--- src/source/sdram_pkg.sv ---
package sdram_pkg;

    // geometry
    localparam int USER_ADDR_W = 23;
    localparam int DATA_W      = 32;
    localparam int ROW_W       = 13;
    localparam int BANK_W      = 2;
    localparam int NUM_BANKS   = 4;
    localparam int COL_W       = 8;
    localparam int COL_HI_W    = 6;
    localparam int COL_LO_W    = 2;

    // timing in clock cycles
    localparam int T_RP             = 3;
    localparam int T_RCD            = 3;
    localparam int T_RFC            = 7;
    localparam int CAS_LATENCY      = 3;
    localparam int REFRESH_INTERVAL = 750;
    localparam int REF_CNT_W        = $clog2(REFRESH_INTERVAL);
    // wide enough for the longest wait load (T_RFC - 2)
    localparam int WAIT_W           = 3;

    // command word is {cs, ras, cas, we}
    localparam int CMD_W = 4;
    localparam logic [CMD_W-1:0] CMD_NOP       = 4'b0111;
    localparam logic [CMD_W-1:0] CMD_ACTIVE    = 4'b0011;
    localparam logic [CMD_W-1:0] CMD_READ      = 4'b0101;
    localparam logic [CMD_W-1:0] CMD_WRITE     = 4'b0100;
    localparam logic [CMD_W-1:0] CMD_PRECHARGE = 4'b0010;
    localparam logic [CMD_W-1:0] CMD_REFRESH   = 4'b0001;

    // sequencer state codes
    localparam int ST_W = 3;
    localparam logic [ST_W-1:0] ST_IDLE      = 3'd0;
    localparam logic [ST_W-1:0] ST_PRECHARGE = 3'd1;
    localparam logic [ST_W-1:0] ST_ACTIVATE  = 3'd2;
    localparam logic [ST_W-1:0] ST_READ      = 3'd3;
    localparam logic [ST_W-1:0] ST_WRITE     = 3'd4;
    localparam logic [ST_W-1:0] ST_REFRESH   = 3'd5;
    localparam logic [ST_W-1:0] ST_WAIT      = 3'd6;

    // user address, raw word or remapped fields
    // bank comes from bits 3:2 so consecutive words spread over banks
    typedef union packed {
        logic [USER_ADDR_W-1:0] raw;
        struct packed {
            logic [ROW_W-1:0]    row;
            logic [COL_HI_W-1:0] col_hi;
            logic [BANK_W-1:0]   bank;
            logic [COL_LO_W-1:0] col_lo;
        } f;
    } user_addr_u;

endpackage

--- src/source/request_queue.sv ---
`timescale 1ns/100ps

module request_queue (
    input  logic                              clk,
    input  logic                              rst,
    input  logic                              in_valid,
    input  logic                              rw,
    input  logic [sdram_pkg::USER_ADDR_W-1:0] user_addr,
    input  logic [sdram_pkg::DATA_W-1:0]      data_in,
    input  logic                              req_take,
    output logic                              busy,
    output logic                              req_pending,
    output logic                              req_rw,
    output sdram_pkg::user_addr_u             req_addr,
    output logic [sdram_pkg::DATA_W-1:0]      req_data
);
    import sdram_pkg::*;

    logic full_q;

    // accept only into an empty entry
    always_ff @(posedge clk) begin
        if (rst) begin
            full_q <= 1'b0;
        end else if (in_valid && !full_q) begin
            full_q <= 1'b1;
        end else if (req_take) begin
            full_q <= 1'b0;
        end
    end

    // payload, raw word in, field view out
    always_ff @(posedge clk) begin
        if (in_valid && !full_q) begin
            req_rw       <= rw;
            req_addr.raw <= user_addr;
            req_data     <= data_in;
        end
    end

    assign busy        = full_q;
    assign req_pending = full_q;

    // sequencer only takes a stored request
    a_take_needs_entry: assert property (@(posedge clk) disable iff (rst)
        req_take |-> full_q);

endmodule

--- src/source/refresh_timer.sv ---
`timescale 1ns/100ps

module refresh_timer (
    input  logic clk,
    input  logic rst,
    input  logic ref_ack,
    output logic ref_pending
);
    import sdram_pkg::*;

    logic [REF_CNT_W-1:0] cnt_q;
    logic                 wrap;

    // one refresh request per interval
    assign wrap = (cnt_q == REF_CNT_W'(REFRESH_INTERVAL - 1));

    always_ff @(posedge clk) begin
        if (rst) begin
            cnt_q       <= '0;
            ref_pending <= 1'b0;
        end else begin
            cnt_q <= wrap ? '0 : cnt_q + 1'b1;
            // a new interval wins over a late ack
            if (wrap) begin
                ref_pending <= 1'b1;
            end else if (ref_ack) begin
                ref_pending <= 1'b0;
            end
        end
    end

    // ack from the sequencer only answers a raised flag
    a_ack_while_pending: assert property (@(posedge clk) disable iff (rst)
        ref_ack |-> ref_pending);

endmodule

--- src/source/bank_tracker.sv ---
`timescale 1ns/100ps

module bank_tracker (
    input  logic                  clk,
    input  logic                  rst,
    input  sdram_pkg::user_addr_u req_addr,
    input  logic                  act_en,
    input  sdram_pkg::user_addr_u act_addr,
    input  logic                  precharge_en,
    input  logic                  precharge_all,
    output logic                  row_open,
    output logic                  row_hit
);
    import sdram_pkg::*;

    // open flag per bank, row number per bank
    logic [NUM_BANKS-1:0] open_q;
    logic [ROW_W-1:0]     row_q [NUM_BANKS];

    // lookup for the queued request
    assign row_open = open_q[req_addr.f.bank];
    assign row_hit  = row_open && (row_q[req_addr.f.bank] == req_addr.f.row);

    always_ff @(posedge clk) begin
        if (rst) begin
            // all rows closed out of reset
            open_q <= '0;
        end else if (precharge_en) begin
            if (precharge_all) begin
                open_q <= '0;
            end else begin
                // single bank, taken from the latched access
                open_q[act_addr.f.bank] <= 1'b0;
            end
        end else if (act_en) begin
            open_q[act_addr.f.bank] <= 1'b1;
        end
    end

    // row number per bank, written on activate
    always_ff @(posedge clk) begin
        if (act_en) begin
            row_q[act_addr.f.bank] <= act_addr.f.row;
        end
    end

endmodule

--- src/source/cmd_sequencer.sv ---
`timescale 1ns/100ps

module cmd_sequencer (
    input  logic                         clk,
    input  logic                         rst,
    input  logic                         req_pending,
    input  logic                         req_rw,
    input  sdram_pkg::user_addr_u        req_addr,
    input  logic [sdram_pkg::DATA_W-1:0] req_data,
    input  logic                         ref_pending,
    input  logic                         row_open,
    input  logic                         row_hit,
    output logic                         req_take,
    output logic                         ref_ack,
    output logic                         act_en,
    output sdram_pkg::user_addr_u        act_addr,
    output logic                         precharge_en,
    output logic                         precharge_all,
    output logic [sdram_pkg::CMD_W-1:0]  cmd,
    output logic [sdram_pkg::BANK_W-1:0] ba,
    output logic [sdram_pkg::ROW_W-1:0]  a,
    output logic [sdram_pkg::DATA_W-1:0] wr_data,
    output logic                         wr_en,
    output logic                         rd_capture
);
    import sdram_pkg::*;

    logic [ST_W-1:0]   state_q;
    logic [ST_W-1:0]   ret_q;
    logic [WAIT_W-1:0] wait_q;
    logic              pre_all_q;
    // latched access, frees the queue for the next request
    user_addr_u        addr_q;
    logic              rw_q;
    logic [DATA_W-1:0] data_q;
    logic [ROW_W-1:0]  col_a;
    logic [ST_W-1:0]   rw_state;

    // column shifted left by two, A10 stays low
    assign col_a    = {{(ROW_W - COL_W - 2){1'b0}}, addr_q.f.col_hi, addr_q.f.col_lo, 2'b00};
    assign rw_state = rw_q ? ST_WRITE : ST_READ;
    assign act_addr = addr_q;
    assign wr_data  = data_q;

    // command decided here, shown at the pins one cycle later
    always_comb begin
        req_take      = 1'b0;
        ref_ack       = 1'b0;
        act_en        = 1'b0;
        precharge_en  = 1'b0;
        precharge_all = 1'b0;
        cmd           = CMD_NOP;
        ba            = addr_q.f.bank;
        a             = '0;
        wr_en         = 1'b0;
        rd_capture    = 1'b0;
        case (state_q)
            ST_IDLE: begin
                // refresh goes ahead of user traffic
                ref_ack  = ref_pending;
                req_take = !ref_pending && req_pending;
            end
            ST_PRECHARGE: begin
                cmd           = CMD_PRECHARGE;
                // A10 selects all banks
                a[10]         = pre_all_q;
                precharge_en  = 1'b1;
                precharge_all = pre_all_q;
            end
            ST_ACTIVATE: begin
                cmd    = CMD_ACTIVE;
                a      = addr_q.f.row;
                act_en = 1'b1;
            end
            ST_READ: begin
                cmd        = CMD_READ;
                a          = col_a;
                rd_capture = 1'b1;
            end
            ST_WRITE: begin
                cmd   = CMD_WRITE;
                a     = col_a;
                wr_en = 1'b1;
            end
            ST_REFRESH: begin
                cmd = CMD_REFRESH;
            end
            default: begin
                cmd = CMD_NOP;
            end
        endcase
    end

    // wait loads are two short, one cycle each for the command and the exit
    always_ff @(posedge clk) begin
        if (rst) begin
            state_q   <= ST_IDLE;
            ret_q     <= ST_IDLE;
            wait_q    <= '0;
            pre_all_q <= 1'b0;
        end else begin
            case (state_q)
                ST_IDLE: begin
                    if (ref_ack) begin
                        pre_all_q <= 1'b1;
                        state_q   <= ST_PRECHARGE;
                        ret_q     <= ST_REFRESH;
                    end else if (req_take) begin
                        if (row_hit) begin
                            state_q <= req_rw ? ST_WRITE : ST_READ;
                        end else if (row_open) begin
                            // conflict, close the old row first
                            pre_all_q <= 1'b0;
                            state_q   <= ST_PRECHARGE;
                            ret_q     <= ST_ACTIVATE;
                        end else begin
                            state_q <= ST_ACTIVATE;
                        end
                    end
                end
                ST_PRECHARGE: begin
                    wait_q  <= WAIT_W'(T_RP - 2);
                    state_q <= ST_WAIT;
                end
                ST_ACTIVATE: begin
                    wait_q  <= WAIT_W'(T_RCD - 2);
                    ret_q   <= rw_state;
                    state_q <= ST_WAIT;
                end
                ST_READ: begin
                    // hold off until the data is back
                    wait_q  <= WAIT_W'(CAS_LATENCY - 1);
                    ret_q   <= ST_IDLE;
                    state_q <= ST_WAIT;
                end
                ST_REFRESH: begin
                    wait_q  <= WAIT_W'(T_RFC - 2);
                    ret_q   <= ST_IDLE;
                    state_q <= ST_WAIT;
                end
                ST_WAIT: begin
                    if (wait_q == '0) begin
                        state_q <= ret_q;
                    end else begin
                        wait_q <= wait_q - 1'b1;
                    end
                end
                default: begin
                    // write needs no recovery here
                    state_q <= ST_IDLE;
                end
            endcase
        end
    end

    always_ff @(posedge clk) begin
        if (req_take) begin
            addr_q <= req_addr;
            rw_q   <= req_rw;
            data_q <= req_data;
        end
    end

    // column access only into an open, matching row of the tracker
    a_rw_on_hit: assert property (@(posedge clk) disable iff (rst)
        ((cmd == CMD_READ || cmd == CMD_WRITE)
            && req_addr.f.bank == addr_q.f.bank
            && req_addr.f.row == addr_q.f.row) |-> row_hit);

endmodule

--- src/source/sdram_pins.sv ---
`timescale 1ns/100ps

module sdram_pins (
    input  logic                         clk,
    input  logic                         rst,
    input  logic [sdram_pkg::CMD_W-1:0]  cmd,
    input  logic [sdram_pkg::BANK_W-1:0] ba,
    input  logic [sdram_pkg::ROW_W-1:0]  a,
    input  logic [sdram_pkg::DATA_W-1:0] wr_data,
    input  logic                         wr_en,
    input  logic                         rd_capture,
    input  logic [sdram_pkg::DATA_W-1:0] sdram_dq_in,
    output logic                         sdram_cke,
    output logic                         sdram_cs,
    output logic                         sdram_ras,
    output logic                         sdram_cas,
    output logic                         sdram_we,
    output logic [sdram_pkg::BANK_W-1:0] sdram_ba,
    output logic [sdram_pkg::ROW_W-1:0]  sdram_a,
    output logic [sdram_pkg::DATA_W-1:0] sdram_dq_out,
    output logic                         sdram_dq_oe,
    output logic [sdram_pkg::DATA_W-1:0] data_out,
    output logic                         out_valid
);
    import sdram_pkg::*;

    logic [CMD_W-1:0]       cmd_q;
    // bit 0 lines up with READ at the pins
    logic [CAS_LATENCY:0]   rd_pipe;
    logic [DATA_W-1:0]      dq_in_q;

    always_ff @(posedge clk) begin
        if (rst) begin
            sdram_cke   <= 1'b0;
            cmd_q       <= CMD_NOP;
            sdram_dq_oe <= 1'b0;
            rd_pipe     <= '0;
            out_valid   <= 1'b0;
        end else begin
            // clock enable rises on the first edge out of reset
            sdram_cke   <= 1'b1;
            cmd_q       <= cmd;
            sdram_dq_oe <= wr_en;
            rd_pipe     <= {rd_pipe[CAS_LATENCY-1:0], rd_capture};
            out_valid   <= rd_pipe[CAS_LATENCY];
        end
    end

    always_ff @(posedge clk) begin
        sdram_ba     <= ba;
        sdram_a      <= a;
        sdram_dq_out <= wr_data;
        // sample CAS_LATENCY edges after READ at the pins
        if (rd_pipe[CAS_LATENCY-1]) begin
            dq_in_q <= sdram_dq_in;
        end
        // present one cycle later with the valid pulse
        if (rd_pipe[CAS_LATENCY]) begin
            data_out <= dq_in_q;
        end
    end

    // command word split onto the control pins
    assign sdram_cs  = cmd_q[3];
    assign sdram_ras = cmd_q[2];
    assign sdram_cas = cmd_q[1];
    assign sdram_we  = cmd_q[0];

endmodule

--- src/source/sdram_ctrl_top.sv ---
`timescale 1ns/100ps

module sdram_ctrl_top (
    input  logic                              clk,
    input  logic                              rst,
    // user side
    input  logic                              in_valid,
    input  logic                              rw,
    input  logic [sdram_pkg::USER_ADDR_W-1:0] user_addr,
    input  logic [sdram_pkg::DATA_W-1:0]      data_in,
    output logic                              busy,
    output logic                              out_valid,
    output logic [sdram_pkg::DATA_W-1:0]      data_out,
    // sdram pins
    output logic                              sdram_cke,
    output logic                              sdram_cs,
    output logic                              sdram_ras,
    output logic                              sdram_cas,
    output logic                              sdram_we,
    output logic [sdram_pkg::BANK_W-1:0]      sdram_ba,
    output logic [sdram_pkg::ROW_W-1:0]       sdram_a,
    output logic [sdram_pkg::DATA_W-1:0]      sdram_dq_out,
    output logic                              sdram_dq_oe,
    input  logic [sdram_pkg::DATA_W-1:0]      sdram_dq_in
);
    import sdram_pkg::*;

    // queue to sequencer
    logic              req_pending;
    logic              req_rw;
    user_addr_u        req_addr;
    logic [DATA_W-1:0] req_data;
    logic              req_take;
    // refresh handshake
    logic              ref_pending;
    logic              ref_ack;
    // bank table lookup and updates
    logic              row_open;
    logic              row_hit;
    logic              act_en;
    user_addr_u        act_addr;
    logic              precharge_en;
    logic              precharge_all;
    // sequencer to pin stage
    logic [CMD_W-1:0]  cmd;
    logic [BANK_W-1:0] ba;
    logic [ROW_W-1:0]  a;
    logic [DATA_W-1:0] wr_data;
    logic              wr_en;
    logic              rd_capture;

    request_queue u_queue (
        .clk(clk), .rst(rst), .in_valid(in_valid), .rw(rw), .user_addr(user_addr),
        .data_in(data_in), .req_take(req_take), .busy(busy), .req_pending(req_pending),
        .req_rw(req_rw), .req_addr(req_addr), .req_data(req_data)
    );

    refresh_timer u_refresh (
        .clk(clk), .rst(rst), .ref_ack(ref_ack), .ref_pending(ref_pending)
    );

    bank_tracker u_banks (
        .clk(clk), .rst(rst), .req_addr(req_addr), .act_en(act_en), .act_addr(act_addr),
        .precharge_en(precharge_en), .precharge_all(precharge_all),
        .row_open(row_open), .row_hit(row_hit)
    );

    cmd_sequencer u_seq (
        .clk(clk), .rst(rst), .req_pending(req_pending), .req_rw(req_rw),
        .req_addr(req_addr), .req_data(req_data), .ref_pending(ref_pending),
        .row_open(row_open), .row_hit(row_hit), .req_take(req_take), .ref_ack(ref_ack),
        .act_en(act_en), .act_addr(act_addr), .precharge_en(precharge_en),
        .precharge_all(precharge_all), .cmd(cmd), .ba(ba), .a(a), .wr_data(wr_data),
        .wr_en(wr_en), .rd_capture(rd_capture)
    );

    sdram_pins u_pins (
        .clk(clk), .rst(rst), .cmd(cmd), .ba(ba), .a(a), .wr_data(wr_data), .wr_en(wr_en),
        .rd_capture(rd_capture), .sdram_dq_in(sdram_dq_in), .sdram_cke(sdram_cke),
        .sdram_cs(sdram_cs), .sdram_ras(sdram_ras), .sdram_cas(sdram_cas),
        .sdram_we(sdram_we), .sdram_ba(sdram_ba), .sdram_a(sdram_a),
        .sdram_dq_out(sdram_dq_out), .sdram_dq_oe(sdram_dq_oe), .data_out(data_out),
        .out_valid(out_valid)
    );

endmodule

--- config.mk ---
export PLATFORM = sky130hd
export DESIGN_NAME = sdram_ctrl_top
export DESIGN_NICKNAME = d
export VERILOG_FILES = /design/src/source/sdram_pkg.sv /design/src/source/request_queue.sv /design/src/source/refresh_timer.sv /design/src/source/bank_tracker.sv /design/src/source/cmd_sequencer.sv /design/src/source/sdram_pins.sv /design/src/source/sdram_ctrl_top.sv
export SDC_FILE = /design/constraint.sdc
export NUM_CORES = 1
export LEC_CHECK = 0
export ABC_CLOCK_PERIOD_IN_PS = 6890
export CAP_MARGIN = 20
export CORE_UTILIZATION = 60
export DETAILED_ROUTE_END_ITERATION = 16
export DONT_BUFFER_PORTS = 1
export PLACE_DENSITY = 0.72
export SYNTH_ARGS = -nofsm -noshare
export SYNTH_HDL_FRONTEND = slang
export SYNTH_SLANG_ARGS = --single-unit
export TNS_END_PERCENT = 5
--- constraint.sdc ---
create_clock -name clk -period 6.89 [get_ports clk]
set_input_delay 0.689 -clock clk [delete_from_list [all_inputs] [get_ports clk]]
set_output_delay 0.689 -clock clk [all_outputs]
set_load 0.02 [all_outputs]
# After elaboration in Yosys (flattened, before gate mapping)

Memories as Yosys holds them, arrays and structs flattened. A register that Yosys moved wholly into a read port is not among the register bits.
Cells that the tools add are included.

Register bits: 260
Bits in latches: 0
Memory bits (writable): 52
ROM bits: 0
Input bits: 91
Output and inout bits: 87
Logic and storage cells: 116
Memories kept: 1

Memory list:

| name          | depth | width | read ports | clocked after memory_dff | wr ports | RTL line           | text |
|---|---|---|---|---|---|---|---|
| u_banks.row_q | 4     | 13    | 1          | 1                        | 1        | bank_tracker.sv:18 | `logic [ROW_W-1:0] row_q [NUM_BANKS];` |

Add/sub/neg operators: 2
$mul: 0
Divide/modulo/power cells: 0
Order comparisons: 3
Equal/unequal tests: 14
Shift operators: 0
Multiplexer cells: 44
Bitwise gates (word level): 3
Reductions and logical operators: 24

Operators by type and width:

| operator                                                    | count |
|---|---|
| two-way mux 3 bit                                           | 11 |
| two-way mux 1 bit                                           | 20 |
| one-hot mux 10 bit (2 select lines)                         | 1 |
| one-hot mux 3 bit (3 select lines)                          | 2 |
| one-hot mux 3 bit (5 select lines)                          | 1 |
| == test 13 bit                                              | 1 |
| two-way mux 4 bit                                           | 3 |
| one-hot mux 3 bit (4 select lines)                          | 1 |
| adder 10 x 1 -> 10 bit (second input constant)              | 1 |
| == test 10 bit (second input constant)                      | 1 |
| nonzero test 2 bit                                          | 5 |
| == test 3 bit (second input constant)                       | 3 |
| inequality test 3 bit (second input constant)               | 3 |
| AND reduction 4 bit                                         | 2 |
| OR reduction 2 bit                                          | 4 |
| == test 3 x 2 -> 1 bit (second input constant)              | 2 |
| zero test 3 bit                                             | 2 |
| less-than comparator 2 x 3 -> 1 bit (second input constant) | 2 |
| AND 4 bit                                                   | 1 |
| logical AND 1 bit                                           | 4 |
| two-way mux 2 bit                                           | 2 |
| inequality test 2 bit (second input constant)               | 2 |
| inverter 4 bit                                              | 1 |
| bitwise OR 4 bit                                            | 1 |
| other kinds (12)                                            | 14 |

# Depth between registers and ports, before layout

Gate-level depths: netlist (run 1).

Word-level depth: 8
Depth in mapped cells: 9
Depth with buffers taken out: 8

# Cells and area by module

From an unflattened synthesis (run 1), not the netlist that was laid out.

Cells, all modules: 565
Area, all modules: 10401.2 µm²

Modules (own cells, without submodules):

| module        | times used | cells each | area an instance (µm²) | sequential area each (µm²) |
|---|---|---|---|---|
| sdram_pins    | 1          | 134        | 3160.5                 | 3083.0 |
| cmd_sequencer | 1          | 185        | 2676.3                 | 1881.8 |
| bank_tracker  | 1          | 120        | 2288.4                 | 1641.6 |
| request_queue | 1          | 61         | 1729.2                 | 1701.6 |
| refresh_timer | 1          | 65         | 546.8                  | 220.2 |

# Worst setup path before layout (run 1)

No wires, ideal clock.

Kind: input -> register
Start: input in_valid
End: register with a tool-made name
Library setup time: 0.123 ns
Arrival: 3.732 ns
Required time: 6.767 ns
Path slack: 3.035 ns
Stages on the path: 2
Path buffers: 0
Cells stage by stage: nor2b_1 mux2_2

RTL lines:

| what        | RTL line            | text |
|---|---|---|
| from (decl) | sdram_ctrl_top.sv:7 | `input logic in_valid,` |

==> impl_metrics.yaml, run 1 <==
clock_tree:
  postcts_resize_cnt: 0
  clk_path_buf_depth: 3
  worst_setup_hold_path_clk_slew_ps: 60
  cts.repair_timing.setup_buffer_count: 0
  postCtsHoldBufs: 0
  cts_made_buffers: 30
  clockRootBuffer: "sky130_fd_sc_hd__clkbuf_16"
  clock_latency_ps: 540
  tritoncts: "yes"
  clock-sinks: 313
  cts_htree_levels: 1
yosys:
  synth.ff_latch_count: 313
  most_frequently_used_flop_master_after_synthesis: "sky130_fd_sc_hd__edfxtp_1"
  synth.area.top_cells: "sky130_fd_sc_hd__edfxtp_1 67%, sky130_fd_sc_hd__dfxtp_1 17%, sky130_fd_sc_hd__mux4_1 1.6%, sky130_fd_sc_hd__mux4_2 1.3%, sky130_fd_sc_hd__xor2_1 1.2%"
  yosys.area.top_type: "sky130_fd_sc_hd__edfxtp_1"
  synth_cell_types: 48
  netlist_instances: 545
  synth_most_common_cell: "sky130_fd_sc_hd__edfxtp_1"
  most_instantiated_cells_after_synthesis: "228 x sky130_fd_sc_hd__edfxtp_1, 85 x sky130_fd_sc_hd__dfxtp_1, 31 x sky130_fd_sc_hd__nor2_1"
  synth.yosys.warnings: 0
  postSynthAreaPerCell_sq_um: 18.7
  synthArstFlopShare_pct: 0
  synth-seq-area-share_pct: 84.0
  postSynthNetCount: 640
  number_of_flops_mapped_to_enable_cells_by_yosys: 228
  yosys.area.top_type_share_pct: 67.3
  netlist_area_sq_um: 10200
worst_setup_path:
  crit_cells: 7
  path_cells: "mux4_1 > xnor2_1 > nand4_1 > or4_4 > nor2_1 > a21oi_1 > o21a_1"
  critPathCaptureType: "register"
  timing.critical_path.slowest_cell_delay_ps: 820
  cp_num_buf_inv: 0
  crit_path_max_fanout: 13
  worst_path_required_time_ps: 7320
  setup.worst_path.start_class: "register"
  cpLargestDelayFamily: "simple AND/OR/NAND/NOR gates"
  worstSetupPathType: "register to register"
  critical_path_arrival_ps: 3300
  cp_slowest_cell: "sky130_fd_sc_hd__dfxtp_1"
  r2r_cells: 7
sta:
  report.final.setup_viol: 0
  hold_slack_ps: 218
  fin_skew_ps: 11.5
  rsz0062_at_grt: "no"
  fmax_mhz: 348
  timing_hold_violations_final: 0
  final.period_utilization_pct: 41.7
  post-route-min-period_ps: 2870
  final.setup.tns_ps: 0
  measured_slew_at_the_worst_slew_check_pin_ps: 1080
  final_max_slew_viol_count: 0
  max-slew-margin-rel_pct: 27.6
cells_and_area:
  layout.filler_cells: 1089
  design.final.nets: 665
  area.sequential_sq_um: 8550
  final_cell_count_no_fill: 814
  multi_input_area_sq_um: 1540
  antenna_cells: 0
  fraction_of_layout_instances_using_a_drive_strength_above_1_pct: 12.1
  layout-area-overhead-vs-synth_pct: 12.2
floorplan:
  start_util_pct: 61.3
  ioPinCount: 178
  die_area_sq_um: 17500
  core_area_sq_um: 16600
  placementRows: 47
  chipHeight_microns: 132
  die_w_microns: 132
pwr:
  total_leakage_power_uw: 0.00389
  ir_drop_v: 0.000297
  power_density_nw_per_um2: 344
drt:
  detail_route.first_pass.iterations: 4
  route.detailed.drc: 0
  route.final.wire_length_mm: 16.6
  post_route_antenna_net_violation_count: 0
  num_vias: 4573
  routed_wl_per_cell_microns: 20.3
  routed_via_density: 5.62
  first_iter_violations: 329
hold_path:
  worstHoldPathType: "input port to register"
  whs_path_depth: 1
  timing.hold.worst.start: "rst"
global_routing:
  grt_pass1_vias: 4468
  groute.usage.overall_pct: 19.1
  grt_antenna_before_repair: 0
  grt_max_degree: 59
  grt_first_pass_wirelength_mm: 25.3
  grt_overflow_total: 0
run_status:
  run_status: "complete, no violations"
placed_design:
  finalWeightedCongestion: 0.828
  post_placement_cell_count: 758
  numPortBuffers: 0
  placed_wire_length_estimate_mm: 10.5
flow_run:
  max-cap-violations: 0
==> flip-flops by register name (all words and copies together), names as in the netlist, 2 cells and up, named ones only <==
register             cells
u_pins.data_out         32
u_pins.sdram_ba          2
u_seq.ret_q              3
u_seq.state_q            3
u_seq.wr_data           32
u_pins.sdram_a          13
u_seq.wait_q             3
u_pins.dq_in_q          32
u_banks.open_q           4
u_pins.rd_pipe           4
u_queue.req_addr        23
u_banks.row_q           52
u_seq.act_addr          23
u_pins.cmd_q             3
u_refresh.cnt_q         10
u_pins.sdram_dq_out     32
u_queue.req_data        32
==> report_power, final <==
group / total, uW / switching, uW / internal, uW
sequential: 2220 / 87.3 / 2130
combinational: 126 / 77.5 / 48.7
clock: 1580 / 655 / 924
==> metal layers <==
| metal | GRT usage [%] | wire, microns | share of wire (%) |
|---|---|---|---|
| met5 | 0 | 0 | 0 |
| met4 | 6.32 | 337 | 2.0 |
| met3 | 4.92 | 1120 | 6.8 |
| met2 | 32.2 | 8310 | 50 |
| met1 | 24.4 | 6800 | 41 |
==> per-stage QoR <==
stage	power (uW)	utilization [%]	worst slack, ps	cell area, sq um
after floorplan	2340	-	3040	10200
after global placement	2370	62.9	4160	10400
after detailed placement	2380	62.9	4040	10400
after CTS	3960	68.8	4000	11400
after global routing	4050	68.8	3860	11400
final	3920	68.8	4020	11400
==> cells in the final DEF, fill, tap and decap left out, drive strengths merged, types with 9 or more instances in the layout <==
| cell type | synthesis | final |
|---|---|---|
| clkinv | 0 | 14 |
| nor2 | 31 | 31 |
| o21ai | 18 | 18 |
| mux4 | 12 | 12 |
| edfxtp | 228 | 228 |
| xor2 | 14 | 14 |
| clkbuf | 10 | 36 |
| dfxtp | 85 | 85 |
| mux2i | 12 | 12 |
| xnor2 | 9 | 9 |
| nand2 | 26 | 26 |
==> kinds of logic (layout without fill, tap and decap cells) <==
kind of cell / count (synthesis) / in the layout / synth area share [%]
other: 1 / 1 / 0.0369
adders and majority gates: 4 / 4 / 0.492
AOI/OAI and AO/OA: 45 / 45 / 2.74
and+or+nand+nor: 112 / 112 / 5.43
buffers and inverters: 21 / 70 / 0.996
muxes: 26 / 26 / 4.28
DFF: 313 / 313 / 84.0
xor gates and xnor gates: 23 / 23 / 1.98
==> cell type report <==
class | instances | area share (%)
inverter | 7 | 0.230
timing repair buffer | 7 | 0.461
sequential | 313 | 74.9
multi-input combinational | 211 | 13.5
tap | 220 | 2.41
clock buffer | 36 | 6.86
clock inverter | 20 | 1.66
==> worst paths after layout <==
path,slack [ps],endpoint
max,4020,u_seq.state_q[0]
min,220,u_seq.pre_all_q
max reg2reg,4020,u_seq.state_q[0]
min reg2reg,340,u_pins.sdram_dq_out[2]
No activity file was read; power rests on OpenSTA's default activity.
==> run 2, diff against run 1 <==
--- a/config.mk
+++ b/config.mk
@@ -5,12 +5,12 @@
 export SDC_FILE = /design/constraint.sdc
 export NUM_CORES = 1
 export LEC_CHECK = 0
-export ABC_CLOCK_PERIOD_IN_PS = 6890
+export ABC_CLOCK_PERIOD_IN_PS = 2500
 export CAP_MARGIN = 20
-export CORE_UTILIZATION = 60
+export CORE_UTILIZATION = 56
 export DETAILED_ROUTE_END_ITERATION = 16
 export DONT_BUFFER_PORTS = 1
-export PLACE_DENSITY = 0.72
+export PLACE_DENSITY = 0.7
 export SYNTH_ARGS = -nofsm -noshare
 export SYNTH_HDL_FRONTEND = slang
 export SYNTH_SLANG_ARGS = --single-unit
==> constraint.sdc (replaced) <==
create_clock -name clk -period 2.5 [get_ports clk]
set_input_delay 0.25 -clock clk [delete_from_list [all_inputs] [get_ports clk]]
set_output_delay 0.25 -clock clk [all_outputs]
set_load 0.02 [all_outputs]
==> run 2 against run 1 <==
  * Via count up 6.8%
  * Flip-flop and latch count unchanged
  * Global-route usage about the same
  * Highest routed layer unchanged
  * Largest power group unchanged
  * Worst hold slack better by 120 ps
==> impl_metrics.yaml, run 2 (synthesis gave the netlist of run 1 again) <==
run_status:
  run_status: "complete, no violations"
cells_and_area:
  final_area_sq_um: 12400
  layout.filler_cells: 1100
  largest_register: "u_banks.row_q"
  layout-area-overhead-vs-synth_pct: 21.7
  final_cell_count_no_fill: 918
  number_of_flip_flops_in_the_largest_register: 52
  most_frequent_standard_cell_in_the_layout_excluding_fill_and_tap_cells: "sky130_fd_sc_hd__edfxtp_1"
  most-common-layout-cells: "228 x sky130_fd_sc_hd__edfxtp_1, 90 x sky130_fd_sc_hd__dlygate4sd3_1, 85 x sky130_fd_sc_hd__dfxtp_1, 31 x sky130_fd_sc_hd__nor2_1, 29 x sky130_fd_sc_hd__clkbuf_16"
  antenna_cells: 0
  design.final.nets: 765
  fraction_of_layout_instances_using_a_drive_strength_above_1_pct: 11.8
global_routing:
  grt_max_degree: 43
  grt_pass1_vias: 4931
  grt_first_pass_wirelength_mm: 26.8
  groute.usage.overall_pct: 19.1
  grt_antenna_before_repair: 0
  grt_overflow_total: 0
clock_tree:
  tritoncts: "yes"
  cts.repair_timing.setup_buffer_count: 0
  cts_htree_levels: 1
  clockRootBuffer: "sky130_fd_sc_hd__clkbuf_16"
  cts_made_buffers: 29
  clock-sinks: 313
  worst_setup_hold_path_clk_slew_ps: 60
  clock_latency_ps: 540
  clk_path_buf_depth: 3
floorplan:
  core_area_sq_um: 17500
  chipHeight_microns: 137
  die_w_microns: 137
  placementRows: 48
  die_area_sq_um: 18700
  ioPinCount: 178
  start_util_pct: 58.0
drt:
  routed_wl_per_cell_microns: 19.3
  route.final.wire_length_mm: 17.7
  routed_via_density: 5.32
  num_vias: 4885
  route.detailed.drc: 0
  detail_route.first_pass.iterations: 5
  post_route_antenna_net_violation_count: 0
  first_iter_violations: 276
pwr:
  ir_drop_v: 0.000827
  power_density_nw_per_um2: 876
  total_leakage_power_uw: 0.00431
placed_design:
  instance_area_at_placement_sq_um: 10500
  placed_wire_length_estimate_mm: 10.9
  place_worst_setup_slack_ps: 122
  numPortBuffers: 0
  post_placement_cell_count: 774
  finalWeightedCongestion: 0.831
sta:
  report.final.setup_viol: 0
  hold_slack_ps: 334
  final_max_slew_viol_count: 0
  timing_hold_violations_final: 0
  post-route-min-period_ps: 2390
  final.period_utilization_pct: 95.8
  final.setup.tns_ps: 0
  max-slew-margin-rel_pct: 55.0
  fmax_mhz: 418
  fin_skew_ps: 8.08
  rsz0062_at_grt: "no"
  measured_slew_at_the_worst_slew_check_pin_ps: 672
  final_setup_slack_of_the_worst_path_ps: 106
worst_setup_path:
  setup.worst_path.start_class: "register"
  worstSetupPathType: "register to register"
  critical_path_arrival_ps: 2820
  worst_path_required_time_ps: 2930
  reg2reg_setup_slack_ps: 110
  critPathCaptureType: "register"
  crit_path_max_fanout: 5
flow_run:
  max-cap-violations: 0
hold_path:
  worstHoldPathType: "input port to register"
run 2: changes by cell type in the layout (fill, tap and decap cells not counted), moves of 2 or more:
| cell | before | now |
|---|---|---|
| sky130_fd_sc_hd__dlygate4sd3_1 | 0 | 90 |
| sky130_fd_sc_hd__buf_4 | 7 | 17 |
| sky130_fd_sc_hd__clkbuf_8 | 1 | 5 |
| sky130_fd_sc_hd__clkinv_1 | 5 | 1 |
| sky130_fd_sc_hd__clkbuf_1 | 5 | 8 |
| sky130_fd_sc_hd__clkinvlp_4 | 2 | 0 |
run 2: worst max-delay path, stage by stage, from the launching register on:
cell,delay [ps]
sky130_fd_sc_hd__dfxtp_1,330
sky130_fd_sc_hd__buf_4,160
sky130_fd_sc_hd__mux4_1,570
sky130_fd_sc_hd__xnor2_1,160
sky130_fd_sc_hd__nand4_1,130
sky130_fd_sc_hd__or4_4,460
sky130_fd_sc_hd__nor2_1,200
sky130_fd_sc_hd__a21oi_1,110
sky130_fd_sc_hd__o21a_1,170
run 2: worst paths after layout:
check | startpoint | to | cells past startpoint
setup / recovery | register | u_seq.state_q[0] | 8
hold / removal | data_in[19] | u_queue.req_data[19] | 1
setup reg to reg | register | u_seq.state_q[0] | 8
hold reg to reg | u_seq.wr_data[19] | u_pins.sdram_dq_out[19] | 0
run 2: power by group:
group | total [uW] | switching [uW] | internal (uW)
Combinational | 530 | 278 | 253
Clock | 4240 | 1750 | 2490
Sequential | 6080 | 216 | 5860
Total | 10800 | 2240 | 8600
run 2: what timing repair did:
action                                 4_1_cts  5_1_grt
resized for setup                            0        0
endpoints found under the hold margin      109        0
hold buffers                                90        0
run 2: area by class of cell:
class / instances / area (sq um) / share of cell area [%]
clock buffer: 42 / 825 / 6.66
timing repair buffer: 108 / 1050 / 8.47
tap: 225 / 282 / 2.27
multi-input combinational: 211 / 1540 / 12.4
clock inverter: 12 / 113 / 0.910
sequential: 313 / 8550 / 69.1
inverter: 7 / 26.3 / 0.212
run 2: through the flow:
stage | util, % | total power (uW)
after floorplan | - | 6430
after global placement | 60.1 | 6580
after detailed placement | 60.1 | 6600
after CTS | 70.6 | 10900
after global routing | 70.6 | 11200
final | 70.6 | 10800
run 2: metal layers:
metal | vias to the layer above | GRT usage, % | routed length (microns)
met3 | 31 | 4.78 | 1300
met4 | 0 | 5.49 | 393
met5 | - | 0 | 0
met2 | 187 | 32.7 | 8940
li1 | 2292 | - | -
met1 | 2375 | 24.1 | 7080
